`src/common/refmux_macros.svh`:
```
`ifndef REFMUX_MACROS_SVH
`define REFMUX_MACROS_SVH

//////////////////////////////////////////////////
// widths shared by the refmux blocks

// phase length registers and the sequencer down-counter
`define REFMUX_COUNT_W 24

// hit and cycle counters, saturating
`define REFMUX_HIT_W 16

//////////////////////////////////////////////////
// apb bus

`define APB_ADDR_W 8    // byte addresses, word aligned regs
`define APB_DATA_W 32

`endif

```
`src/common/apb_regs_pkg.sv`:
```
`include "refmux_macros.svh"

package apb_regs_pkg;

  //////////////////////////////////////////////////
  // register map, byte offsets

  typedef enum logic [`APB_ADDR_W-1:0] {
    reg_ctrl        = 8'h00,   // enable, clear (w1 pulse)
    reg_count_reset = 8'h04,   // integrator reset length
    reg_count_fix   = 8'h08,   // pos / neg phase length
    reg_status      = 8'h0C,   // sequencer state, ro
    reg_pos_hits    = 8'h10,   // ro
    reg_neg_hits    = 8'h14,   // ro
    reg_cycles      = 8'h18    // ro
  } reg_addr_e;

  // ctrl register bits
  localparam int CTRL_ENABLE_BIT = 0;
  localparam int CTRL_CLEAR_BIT  = 1;   // self clearing, never stored

endpackage

```
`src/common/refmux_pkg.sv`:
```
package refmux_pkg;

  //////////////////////////////////////////////////
  // sequencer states

  typedef enum logic [2:0] {
    seq_idle          = 3'd0,   // waiting for enable
    seq_reset_start   = 3'd1,   // load reset length
    seq_reset_run     = 3'd2,   // integrator shorted
    seq_fix_pos_start = 3'd3,
    seq_fix_pos       = 3'd4,   // pos ref current on
    seq_fix_neg_start = 3'd5,
    seq_fix_neg       = 3'd6    // neg ref current on
  } seq_state_e;

  //////////////////////////////////////////////////
  // reference mux code
  // two 4053 switches share these 3 bits

  typedef enum logic [2:0] {
    refmux_none     = 3'b000,   // both refs off, keeps switching balanced
    refmux_pos      = 3'b001,
    refmux_neg      = 3'b010,
    refmux_slow_pos = 3'b011,   // defined, not selected yet
    refmux_reset    = 3'b100
  } refmux_e;

endpackage

```
`src/modulator/cmpr_sampler.sv`:
```
`timescale 1ns/10ps

`include "refmux_macros.svh"

// comparator sync and per-phase hit counting

module cmpr_sampler (
  input  logic                     clk,
  input  logic                     reset_i,
  input  logic                     cmpr_val_i,    // async, straight off the pin
  input  logic                     phase_end_i,
  input  logic                     phase_neg_i,
  input  logic                     clear_i,       // one cycle, from ctrl write
  output logic                     cmpr_sync_o,
  output logic [`REFMUX_HIT_W-1:0] pos_hits_o,
  output logic [`REFMUX_HIT_W-1:0] neg_hits_o,
  output logic [`REFMUX_HIT_W-1:0] cycles_o
);

  logic [1:0] sync_q;   // two flop synchronizer

  always_ff @(posedge clk)
  begin
    if (reset_i)
      sync_q <= 2'b00;
    else
      sync_q <= {sync_q[0], cmpr_val_i};
  end

  assign cmpr_sync_o = sync_q[1];   // pin + 2 cycles

  //////////////////////////////////////////////////
  // counters, saturate at full scale

  always_ff @(posedge clk)
  begin
    if (reset_i || clear_i)           // clear beats a same-cycle phase end
    begin
      pos_hits_o <= '0;
      neg_hits_o <= '0;
      cycles_o   <= '0;
    end
    else if (phase_end_i)
    begin
      if (!phase_neg_i && cmpr_sync_o && !(&pos_hits_o))
        pos_hits_o <= pos_hits_o + 1'b1;
      if (phase_neg_i && cmpr_sync_o && !(&neg_hits_o))
        neg_hits_o <= neg_hits_o + 1'b1;
      if (phase_neg_i && !(&cycles_o))
        cycles_o <= cycles_o + 1'b1;  // neg end closes a cycle
    end
  end

endmodule

```
`src/modulator/refmux_sequencer.sv`:
```
`timescale 1ns/10ps

`include "refmux_macros.svh"

// fixed reference cycle for the integrator
// reset phase then pos / neg pairs forever while enabled

module refmux_sequencer (
  input  logic                       clk,
  input  logic                       reset_i,
  input  logic                       enable_i,
  input  logic [`REFMUX_COUNT_W-1:0] count_reset_i,   // reset phase length
  input  logic [`REFMUX_COUNT_W-1:0] count_fix_i,     // pos/neg phase length
  output refmux_pkg::seq_state_e     state_o,
  output refmux_pkg::refmux_e        refmux_o,
  output logic                       sigmux_o,
  output logic                       cmpr_latch_ctl_o,
  output logic                       phase_end_o,     // last cycle of fix phase
  output logic                       phase_neg_o      // which phase ended
);

  import refmux_pkg::*;

  seq_state_e                 state_q;
  refmux_e                    refmux_q;
  logic [`REFMUX_COUNT_W-1:0] count_q;      // phase down-counter
  logic                       count_zero;
  logic                       in_fix;       // fix_pos or fix_neg

  assign count_zero = (count_q == '0);
  assign in_fix     = (state_q == seq_fix_pos) || (state_q == seq_fix_neg);

  //////////////////////////////////////////////////
  // state machine

  always_ff @(posedge clk)
  begin
    if (reset_i)
    begin
      state_q  <= seq_idle;
      refmux_q <= refmux_none;
      count_q  <= '0;
    end
    else if (!enable_i)
    begin
      // abandon whatever phase is running
      state_q  <= seq_idle;
      refmux_q <= refmux_none;
    end
    else
    begin
      case (state_q)
        seq_idle:
          state_q <= seq_reset_start;

        seq_reset_start:
        begin
          state_q  <= seq_reset_run;
          count_q  <= count_reset_i;    // length sampled per phase
          refmux_q <= refmux_reset;     // short the integrator
        end

        seq_reset_run:
          if (count_zero)
            state_q <= seq_fix_pos_start;
          else
            count_q <= count_q - 1'b1;

        seq_fix_pos_start:
        begin
          state_q  <= seq_fix_pos;
          count_q  <= count_fix_i;
          refmux_q <= refmux_pos;       // first direction
        end

        seq_fix_pos:
          if (count_zero)
            state_q <= seq_fix_neg_start;
          else
            count_q <= count_q - 1'b1;

        seq_fix_neg_start:
        begin
          state_q  <= seq_fix_neg;
          count_q  <= count_fix_i;
          refmux_q <= refmux_neg;
        end

        seq_fix_neg:
          if (count_zero)
            state_q <= seq_fix_pos_start;   // next pair
          else
            count_q <= count_q - 1'b1;

        default:
          state_q <= seq_idle;
      endcase
    end
  end

  //////////////////////////////////////////////////
  // outputs

  assign state_o          = state_q;
  assign refmux_o         = refmux_q;
  assign sigmux_o         = 1'b0;        // signal path not switched here
  assign cmpr_latch_ctl_o = !in_fix;     // comparator live only in fix phases

  // no pulse when enable drops so an interrupted phase never counts
  assign phase_end_o = enable_i && in_fix && count_zero;
  assign phase_neg_o = (state_q == seq_fix_neg);

  //////////////////////////////////////////////////
  // checks

  // only four codes ever reach the switches
  a_refmux_code : assert property (@(posedge clk) disable iff (reset_i)
    refmux_o inside {refmux_none, refmux_reset, refmux_pos, refmux_neg});

  // a phase end sees the switch code of the phase it closes
  a_phase_end : assert property (@(posedge clk) disable iff (reset_i)
    phase_end_o |-> refmux_o == (phase_neg_o ? refmux_neg : refmux_pos));

endmodule

```
`src/verilog/apb_regs.sv`:
```
`timescale 1ns/10ps

`include "refmux_macros.svh"

// apb slave, zero wait, no error response

module apb_regs (
  input  logic                       clk,
  input  logic                       reset_i,
  input  logic                       psel_i,
  input  logic                       penable_i,
  input  logic                       pwrite_i,
  input  logic [`APB_ADDR_W-1:0]     paddr_i,
  input  logic [`APB_DATA_W-1:0]     pwdata_i,
  input  refmux_pkg::seq_state_e     state_i,
  input  logic [`REFMUX_HIT_W-1:0]   pos_hits_i,
  input  logic [`REFMUX_HIT_W-1:0]   neg_hits_i,
  input  logic [`REFMUX_HIT_W-1:0]   cycles_i,
  output logic [`APB_DATA_W-1:0]     prdata_o,
  output logic                       enable_o,
  output logic                       clear_o,
  output logic [`REFMUX_COUNT_W-1:0] count_reset_o,
  output logic [`REFMUX_COUNT_W-1:0] count_fix_o
);

  import apb_regs_pkg::*;

  logic wr_en;   // access cycle of a write

  assign wr_en = psel_i && penable_i && pwrite_i;

  //////////////////////////////////////////////////
  // write side

  always_ff @(posedge clk)
  begin
    if (reset_i)
    begin
      enable_o      <= 1'b0;
      clear_o       <= 1'b0;
      count_reset_o <= '0;
      count_fix_o   <= '0;
    end
    else
    begin
      clear_o <= 1'b0;   // pulse only
      if (wr_en)
      begin
        case (reg_addr_e'(paddr_i))
          reg_ctrl:
          begin
            enable_o <= pwdata_i[CTRL_ENABLE_BIT];
            clear_o  <= pwdata_i[CTRL_CLEAR_BIT];
          end
          reg_count_reset: count_reset_o <= pwdata_i[`REFMUX_COUNT_W-1:0];
          reg_count_fix:   count_fix_o   <= pwdata_i[`REFMUX_COUNT_W-1:0];
          default: ;     // ro or unmapped, dropped
        endcase
      end
    end
  end

  //////////////////////////////////////////////////
  // read side, straight from paddr

  always_comb
  begin
    prdata_o = '0;   // unmapped reads zero
    case (reg_addr_e'(paddr_i))
      reg_ctrl:        prdata_o[CTRL_ENABLE_BIT] = enable_o;
      reg_count_reset: prdata_o[`REFMUX_COUNT_W-1:0] = count_reset_o;
      reg_count_fix:   prdata_o[`REFMUX_COUNT_W-1:0] = count_fix_o;
      reg_status:      prdata_o[$bits(state_i)-1:0] = state_i;
      reg_pos_hits:    prdata_o[`REFMUX_HIT_W-1:0] = pos_hits_i;
      reg_neg_hits:    prdata_o[`REFMUX_HIT_W-1:0] = neg_hits_i;
      reg_cycles:      prdata_o[`REFMUX_HIT_W-1:0] = cycles_i;
      default: ;
    endcase
  end

  // access phase must follow a setup phase with psel already high
  a_apb_setup : assert property (@(posedge clk) disable iff (reset_i)
    $rose(penable_i) |-> psel_i && $past(psel_i));

endmodule

```
`src/verilog/refmux_top.sv`:
```
`timescale 1ns/10ps

`include "refmux_macros.svh"

// refmux test controller, regs + sequencer + comparator sampler

module refmux_top (
  input  logic                   clk,
  input  logic                   reset_i,
  input  logic                   psel_i,
  input  logic                   penable_i,
  input  logic                   pwrite_i,
  input  logic [`APB_ADDR_W-1:0] paddr_i,
  input  logic [`APB_DATA_W-1:0] pwdata_i,
  output logic [`APB_DATA_W-1:0] prdata_o,
  input  logic                   cmpr_val_i,
  output refmux_pkg::refmux_e    refmux_o,
  output logic                   sigmux_o,
  output logic                   cmpr_latch_ctl_o,
  output logic [7:0]             monitor_o
);

  import refmux_pkg::*;

  logic                       enable;
  logic                       clear;        // one cycle
  logic [`REFMUX_COUNT_W-1:0] count_reset;
  logic [`REFMUX_COUNT_W-1:0] count_fix;
  seq_state_e                 state;
  logic                       phase_end;
  logic                       phase_neg;
  logic                       cmpr_sync;
  logic [`REFMUX_HIT_W-1:0]   pos_hits;
  logic [`REFMUX_HIT_W-1:0]   neg_hits;
  logic [`REFMUX_HIT_W-1:0]   cycles;

  apb_regs regs_i (
    .clk(clk), .reset_i(reset_i),
    .psel_i(psel_i), .penable_i(penable_i), .pwrite_i(pwrite_i),
    .paddr_i(paddr_i), .pwdata_i(pwdata_i), .prdata_o(prdata_o),
    .state_i(state), .pos_hits_i(pos_hits), .neg_hits_i(neg_hits), .cycles_i(cycles),
    .enable_o(enable), .clear_o(clear),
    .count_reset_o(count_reset), .count_fix_o(count_fix)
  );

  refmux_sequencer seq_i (
    .clk(clk), .reset_i(reset_i), .enable_i(enable),
    .count_reset_i(count_reset), .count_fix_i(count_fix),
    .state_o(state), .refmux_o(refmux_o), .sigmux_o(sigmux_o),
    .cmpr_latch_ctl_o(cmpr_latch_ctl_o),
    .phase_end_o(phase_end), .phase_neg_o(phase_neg)
  );

  cmpr_sampler sampler_i (
    .clk(clk), .reset_i(reset_i), .cmpr_val_i(cmpr_val_i),
    .phase_end_i(phase_end), .phase_neg_i(phase_neg), .clear_i(clear),
    .cmpr_sync_o(cmpr_sync),
    .pos_hits_o(pos_hits), .neg_hits_o(neg_hits), .cycles_o(cycles)
  );

  //////////////////////////////////////////////////
  // scope monitor pins

  assign monitor_o[0]   = (state == seq_fix_pos);
  assign monitor_o[1]   = (state == seq_fix_neg);
  assign monitor_o[2]   = cmpr_sync;     // synced copy, 2 cycles late
  assign monitor_o[5:3] = state;
  assign monitor_o[7:6] = 2'b00;

endmodule
```
`config.mk`:
```
export PLATFORM = sky130hd
export DESIGN_NAME = refmux_top
export DESIGN_NICKNAME = d
export VERILOG_FILES = /design/src/common/apb_regs_pkg.sv /design/src/common/refmux_pkg.sv /design/src/modulator/cmpr_sampler.sv /design/src/modulator/refmux_sequencer.sv /design/src/verilog/apb_regs.sv /design/src/verilog/refmux_top.sv
export VERILOG_INCLUDE_DIRS = /design/src /design/src/common
export SDC_FILE = /design/constraint.sdc
export NUM_CORES = 1
export LEC_CHECK = 0
export BUFFER_PORTS_ARGS = -buffer_cell sky130_fd_sc_hd__buf_2
export CAP_MARGIN = 30
export CORE_MARGIN = 3
export CORE_UTILIZATION = 45
export DETAILED_ROUTE_END_ITERATION = 7
export PLACE_DENSITY = 0.67
export SETUP_SLACK_MARGIN = 0.4
export SYNTH_ARGS = -nofsm -noshare
export SYNTH_HDL_FRONTEND = slang
export SYNTH_SLANG_ARGS = --single-unit
```
`constraint.sdc`:
```
create_clock -name clk -period 6.3 [get_ports clk]
set_input_delay 0.945 -clock clk [delete_from_list [all_inputs] [get_ports clk]]
set_output_delay 0.945 -clock clk [all_outputs]
set_load 0.005 [all_outputs]
```
==> results of run 1 <==
==> cells in the mapped netlist (2+ instances only) <==
cell | number | area (um2)
dfxtp_1 | 130 | 2603
nand2_1 | 102 | 382.9
a21oi_1 | 90 | 450.4
nor2_1 | 74 | 277.8
o21ai_0 | 44 | 220.2
clkbuf_1 | 36 | 135.1
mux2i_1 | 34 | 340.3
nand3_1 | 28 | 140.1
o31ai_1 | 25 | 187.7
or4_1 | 24 | 180.2
or3_1 | 23 | 143.9
a222oi_1 | 20 | 200.2
inv_1 | 18 | 67.56
nor3_1 | 18 | 90.09
a22o_1 | 16 | 140.1
a22oi_1 | 16 | 120.1
buf_4 | 14 | 105.1
nand4_1 | 13 | 81.33
and3_1 | 12 | 75.07
nor4_1 | 11 | 68.82
a31oi_1 | 10 | 62.56
buf_2 | 10 | 50.05
ha_1 | 9 | 112.6
a211oi_1 | 5 | 37.54
a221o_1 | 5 | 50.05
a41o_1 | 4 | 40.04
and4_1 | 4 | 35.03
nand2b_1 | 4 | 25.02
o211ai_1 | 4 | 30.03
a221oi_1 | 3 | 26.28
a41oi_1 | 3 | 26.28
and2_1 | 3 | 18.77
nor2b_1 | 3 | 18.77
o21a_1 | 3 | 22.52
a21o_1 | 2 | 15.01
a32oi_1 | 2 | 17.52
buf_1 | 2 | 7.510
nor4b_2 | 2 | 30.03
or2_2 | 2 | 12.51
==> layer usage <==
layer / GRT usage / wire [um]
met4: 0.09719 / 514
met3: 0.04503 / 1557
met2: 0.3748 / 9146
met5: 0 / 0
met1: 0.3634 / 9949
==> sequential cells by signal, indices dropped and copies added, names as in the netlist <==
signal and cells:
sampler_i.sync_q 2, sampler_i.cycles_o 16, sampler_i.neg_hits_o 16, seq_i.refmux_o 3, regs_i.count_reset_o 24, regs_i.count_fix_o 24, seq_i.state_o 3, sampler_i.pos_hits_o 16
seq_i.count_q 24, regs_i.clear_o 1, regs_i.enable_o 1
==> area by class of cell <==
type,instances,area (um2),share of cell area
inverters,18,67.56,0.008431
flip-flops and latches,130,2603,0.3247
clock inverters,12,180.2,0.02248
well taps,184,230.2,0.02873
multi-input cells,653,4023,0.5020
clock buffers,20,446.7,0.05574
repair buffers,85,464.2,0.05792
==> how the worst max path moves through the flow <==
stage	depth (start not counted)	slack, ns	to
detailed placement	8	2.44	prdata_o[14]
floorplan	6	2.75	prdata_o[6]
finish	8	2.41	prdata_o[14]
CTS	8	2.41	prdata_o[14]
global placement	7	2.02	prdata_o[14]
global route	8	2.17	prdata_o[14]
==> metrics by stage <==
step | hold WS, ns | std cells | instance area, um2
6_report | 0.4606 | 1102 | 8014
5_1_grt | 0.4790 | 1102 | 8014
4_1_cts | 0.4639 | 1102 | 8014
3_5_place_dp | 0.4512 | 1070 | 7387
3_3_place_gp | 0.4543 | 1068 | 7368
2_1_floorplan | 0.4138 | 865 | 6968
==> critical path, stage by stage <==
cell and delay (ns):
buf_2 0.09, nor4_1 0.55, nand2_1 0.22, nor2_1 0.47, buf_4 0.31, a222oi_1 0.13
nand2_1 0.10, buf_2 0.12
==> cell families after synthesis <==
kind of cell,count (synthesis),synth area share
xor gates and xnor gates,2,0.002528
buffers and inverters,82,0.05561
other,1,0.0005411
DFF,130,0.3755
AOI/OAI and AO/OA,260,0.2486
and+or+nand+nor,336,0.2502
muxes,35,0.05073
adders and majority gates,9,0.01625
==> where the power goes <==
group,internal [W],switching (W),total (W)
clock network,0.000675,0.000380,0.00105
logic,0.0000128,0.0000299,0.0000427
registers,0.000823,0.000000799,0.000824
total,0.00151,0.000411,0.00192
==> results by group, run 1 <==
STA
  • Crit share post-route: 0.6167
  • Worst-margin pin slew: 1.034 ns
  • Period minus WS final: between 3 and 4 ns
  • RSZ-0062 raised after global routing: no
  • Fin worst setup slack: 2.415 ns
  • TNS Setup: 0 ns
  • Final Hold Vio Count: 0
  • Max Fclk: 257.4 MHz
  • Layout Skew: roughly 0.0077 ns
  • Setup violations, final: 0
  • Slew Limit Fails: 0
  • Slew HR: 0.3050

Detailed routing
  • Drt drc: 4
  • DRT Pass-1 Iters: 8
  • Vias/cell: 6.296
  • Detailed Route WL: 21.17 mm
  • Initial DRC count: 854
  • Antenna Violating Nets Remaining: 0
  • Drt wl/cell: approximately 19 um
  • Via count: ~6900

Critical path
  • Crit. End Element: primary output
  • CP max FO: 11
  • WP data arrival: 2.94 ns
  • Reg2Reg Depth: 8
  • Worst Setup SP: paddr_i[1]
  • Data required, critical path: 5.35 ns
  • Critical R2R Capture: seq_i.count_q[9]
  • FF-to-FF Start: seq_i.state_o[1]
  • Setup Crit Path Kind: in -> out
  • Reg-to-reg setup timing slack: around 3.3 ns
  • CP Launch Type: primary input

Job
  • Max-Cap Viols: 0

Finish
  • Layout Nets: 960
  • Util after Layout: 0.5411
  • Leading cell type in the layout, fill and taps excluded: dfxtp_1
  • Number of diodes: 0
  • Area delta synth->final: 15.63%
  • Most frequent cells in the layout: dfxtp_1, nand2_1, a21oi_1, nor2_1, buf_2
  • Share of cells above drive strength 1: 0.1492
  • Filler cell count: around 1400

Floorplanning
  • # rows: 44
  • Core Footprint: 0.01481 mm2
  • Die Width: 130.1 um
  • Die ar.: 0.01693 mm2
  • DIE HEIGHT: 130.1 um
  • I/O pin count: 91
  • Initial Util: 0.4680

Synth
  • Post-synth EDFFs: 0
  • Share of the yosys chip area belonging to registers: 0.3755
  • Synth Flop Type: dfxtp_1
  • Post-Syn Instances: 855
  • Syn. warnings: 0
  • Post-Syn Area: between 0.006 and 0.007 mm2
  • Asr flop ratio synth: 0
  • Cell variety after synth: 66
  • Post-Syn Area per Cell: 8.106 um2
  • Yosys reg bits: 130

Clocking
  • Worst-Skew Late Latency: 0.42 ns
  • Clock buffer depth: 2
  • CTS tree: yes
  • H-tree depth: 4
  • Clock sinks: 130
  • Clock transition at path regs: ~0.060 ns
  • Setup Fix Bufs, Post-CTS: 0
  • Post-CTS Hold Buffers: 0
  • CTS Buf Count: 17
  • Post-cts repair resize count: 0
  • Root Buffer: clkbuf_16

Pwr
  • Worst VDD drop: ~190 uV
  • Power Dens Cells: 239.7 mW/mm2
  • Power Total: 0.001921 W
  • Static Leak: roughly 2.8 nW

Global route
  • Initial antenna violation count: 0
  • Largest net degree at the start of global routing: 81
  • Vias in the first global route: just over 6000
  • Total gr overflow: 0
  • First-pass GRT wire length: 33.49 mm
  • Tot GR Track Use: 0.2521

Min path
  • WHS Endpoint: sampler_i.sync_q[1]
  • Hold_sp: sampler_i.sync_q[0]
  • Min-Delay Path Class: reg -> reg
  • Hold depth: 1

Placed design
  • Final GP Congestion: a little under 0.9
  • Port Buffers: 71
  • Dpl ws: 2.441 ns
  • DP Wirelength: 14.43 mm

Outcome
  • Status: finished with violations
  • Violated checks: design-rule violations
(Power assumes the default switching activity.)
==> run 2, diff against run 1 <==
Settings changed: PLACE_DENSITY 0.67 to 0.69.
Clock period 6.3 ns to 3.55 ns, I/O delays scaled along.
==> run 2 against run 1 <==
Against the previous run:
- the run now ends clean
- via count rose by 0.37%
- flip-flop and latch count unchanged
- critical path depth is the same
- clock skew increased by 0.00072 ns
- wire length decreased by 1.3%
- first-iteration DRC count fell by 7.3%
- combinational power up 76%
- die area did not move
- global-route usage fell by 0.73 points
- count of clock-buffer cells in the layout shrank 2
- sequential share of layout area shrank 0.056 points
==> results by group, run 2 (same netlist as run 1, synthesis figures left out) <==
Outcome
  • Status: finished, final reports clean

Finish
  • Share of cells above drive strength 1: 0.1531
  • FF/Latch Area: 0.002603 mm2
  • Area delta synth->final: 15.83%
  • Most frequent cells in the layout: dfxtp_1, nand2_1, a21oi_1, nor2_1, buf_2
  • Layout Nets: 964
  • Filler cell count: 1375
  • Leading cell type in the layout, fill and taps excluded: dfxtp_1
  • Util after Layout: 0.5421
  • Number of diodes: 0
  • Final Cell Area: between 0.008 and 0.009 mm2
  • Area of the multi-input gates: 0.004023 mm2
  • Top flop regs: regs_i.count_fix_o x24, regs_i.count_reset_o x24, seq_i.count_q x24

STA
  • Max Fclk: 351.7 MHz
  • Setup violations, final: 0
  • Crit share post-route: 0.8009
  • Slew HR: 0.2895
  • Period minus WS final: 2.843 ns
  • TNS Setup: 0 ns
  • RSZ-0062 raised after global routing: no
  • Worst-margin pin slew: 1.057 ns
  • Final Hold Vio Count: 0
  • Layout Skew: between 0.008 and 0.009 ns
  • Slew Limit Fails: 0

Min path
  • Min-Delay Path Class: in -> reg
  • WHS Endpoint: sampler_i.sync_q[0]
  • Hold_sp: cmpr_val_i
  • Hold depth: 2

Critical path
  • CP max FO: 23
  • FF-to-FF Start: seq_i.count_q[0]
  • Data required, critical path: 3.02 ns
  • Setup Crit Path Kind: in -> out
  • Worst path max stage delay: 0.52 ns
  • Crit. End Element: primary output
  • Critical path cell sequence: buf_2, nor4_1, nand2_1, nor2_1, buf_4, a222oi_1, nand2_1, buf_2
  • CP Launch Type: primary input
  • Reg2Reg Depth: 7
  • Buffer and inverter count on the worst path: 3
  • WP data arrival: between 2 and 2.5 ns
  • Critical R2R Capture: sampler_i.cycles_o[15]
  • Reg-to-reg setup timing slack: 0.75 ns
  • Worst path top cell family by delay: simple AND/OR/NAND/NOR gates
  • Critical-path top delay cell: nor4_1

Floorplanning
  • Die ar.: roughly 0.017 mm2
  • DIE HEIGHT: 130.1 um
  • Die Width: 130.1 um
  • Core Footprint: 0.01481 mm2
  • Initial Util: 0.4680
  • # rows: 44
  • I/O pin count: 91

Placed design
  • DP Wirelength: 14.47 mm
  • Port Buffers: between 70 and 80
  • Area after DPL: 0.007413 mm2
  • Final GP Congestion: roughly 0.88

Clocking
  • Clock buffer depth: 2
  • Root Buffer: clkbuf_16
  • CTS Buf Count: 17
  • Post-CTS Hold Buffers: 0
  • H-tree depth: 4
  • Post-cts repair resize count: 0
  • Setup Fix Bufs, Post-CTS: 0
  • Worst-Skew Late Latency: 0.43 ns
  • Clock sinks: 130
  • Clock transition at path regs: 0.06 ns
  • CTS tree: yes

Global route
  • Tot GR Track Use: 0.2448
  • Met3 Use GR: 0.04912
  • Initial antenna violation count: 0
  • Met2 usage in global routing: 0.3684
  • Largest net degree at the start of global routing: 74
  • Vias in the first global route: a little under 6000
  • Busiest grt layer: met2
  • First-pass GRT wire length: 32.57 mm
  • Total gr overflow: 0
  • GR met1 Demand/Resource: 0.3571

Pwr
  • Worst VDD drop: 337.8 uV
  • Static Leak: 2.827 nW
  • Power Dens Cells: 422.3 mW/mm2
  • Power Total: 0.003390 W

Detailed routing
  • Antenna Violating Nets Remaining: 0
  • Detailed Route WL: roughly 21 mm
  • DRT Pass-1 Iters: 6
  • Vias/cell: 6.302
  • Initial DRC count: 792
  • Drt wl/cell: approximately 19 um
  • Via count: 6964
  • Drt drc: 0

Job
  • Max-Cap Viols: 0
[run 2: changes by cell type in the layout (fill, tap and decap cells not counted), sizes merged]
cell | previous run | this run
buf | 85 | 89
clkbuf | 20 | 18
clkinv | 4 | 5
[run 2: power by group]
group | leakage (nW) | internal (W) | switching (W)
clock network | 0.297 | 0.00117 | 0.000681
registers | 1.05 | 0.00146 | 0.00000153
logic | 1.48 | 0.0000227 | 0.0000523
total | 2.83 | 0.00266 | 0.000735
[run 2: how the worst max path moves through the flow]
stage,depth (start not counted),startpoint,endpoint,slack [ns]
after detailed placement,8,paddr_i[1],prdata_o[6],0.69
after CTS,8,paddr_i[1],prdata_o[6],0.68
after global routing,8,paddr_i[1],prdata_o[1],0.53
after floorplan,6,paddr_i[1],prdata_o[6],0.83
after global placement,8,paddr_i[1],prdata_o[6],0.72
final,8,paddr_i[1],prdata_o[6],0.71
[run 2: worst register-to-register path, stage by stage (launching register included)]
cell and delay, ns:
dfxtp_1 0.35, inv_1 0.07, ha_1 0.21, nor4b_2 0.39
and4_1 0.57, nand3_4 0.35, or4_1 0.61, a21oi_1 0.17
[run 2: per-stage QoR]
step	worst slack, ns	hold slack (ns)	instances
global placement	0.7161	0.4244	1074
CTS	0.6776	0.3083	1105
floorplan	0.8296	0.4138	865
finish	0.7070	0.3147	1105
detailed placement	0.6943	0.4239	1074
global route	0.5331	0.3521	1105
[run 2: area by class of cell]
type | instances | share of cell area
clock buffers | 18 | 0.05346
clock inverters | 13 | 0.02307
inverters | 18 | 0.008416
multi-input cells | 653 | 0.5011
flip-flops and latches | 130 | 0.3242
well taps | 184 | 0.02868
repair buffers | 89 | 0.06110
[run 2: layer usage]
metal	vias to the layer above	part of all wire
li1	3334	-
met1	3275	0.46
met2	330	0.44
met3	25	0.081
met4	0	0.013
met5	-	0
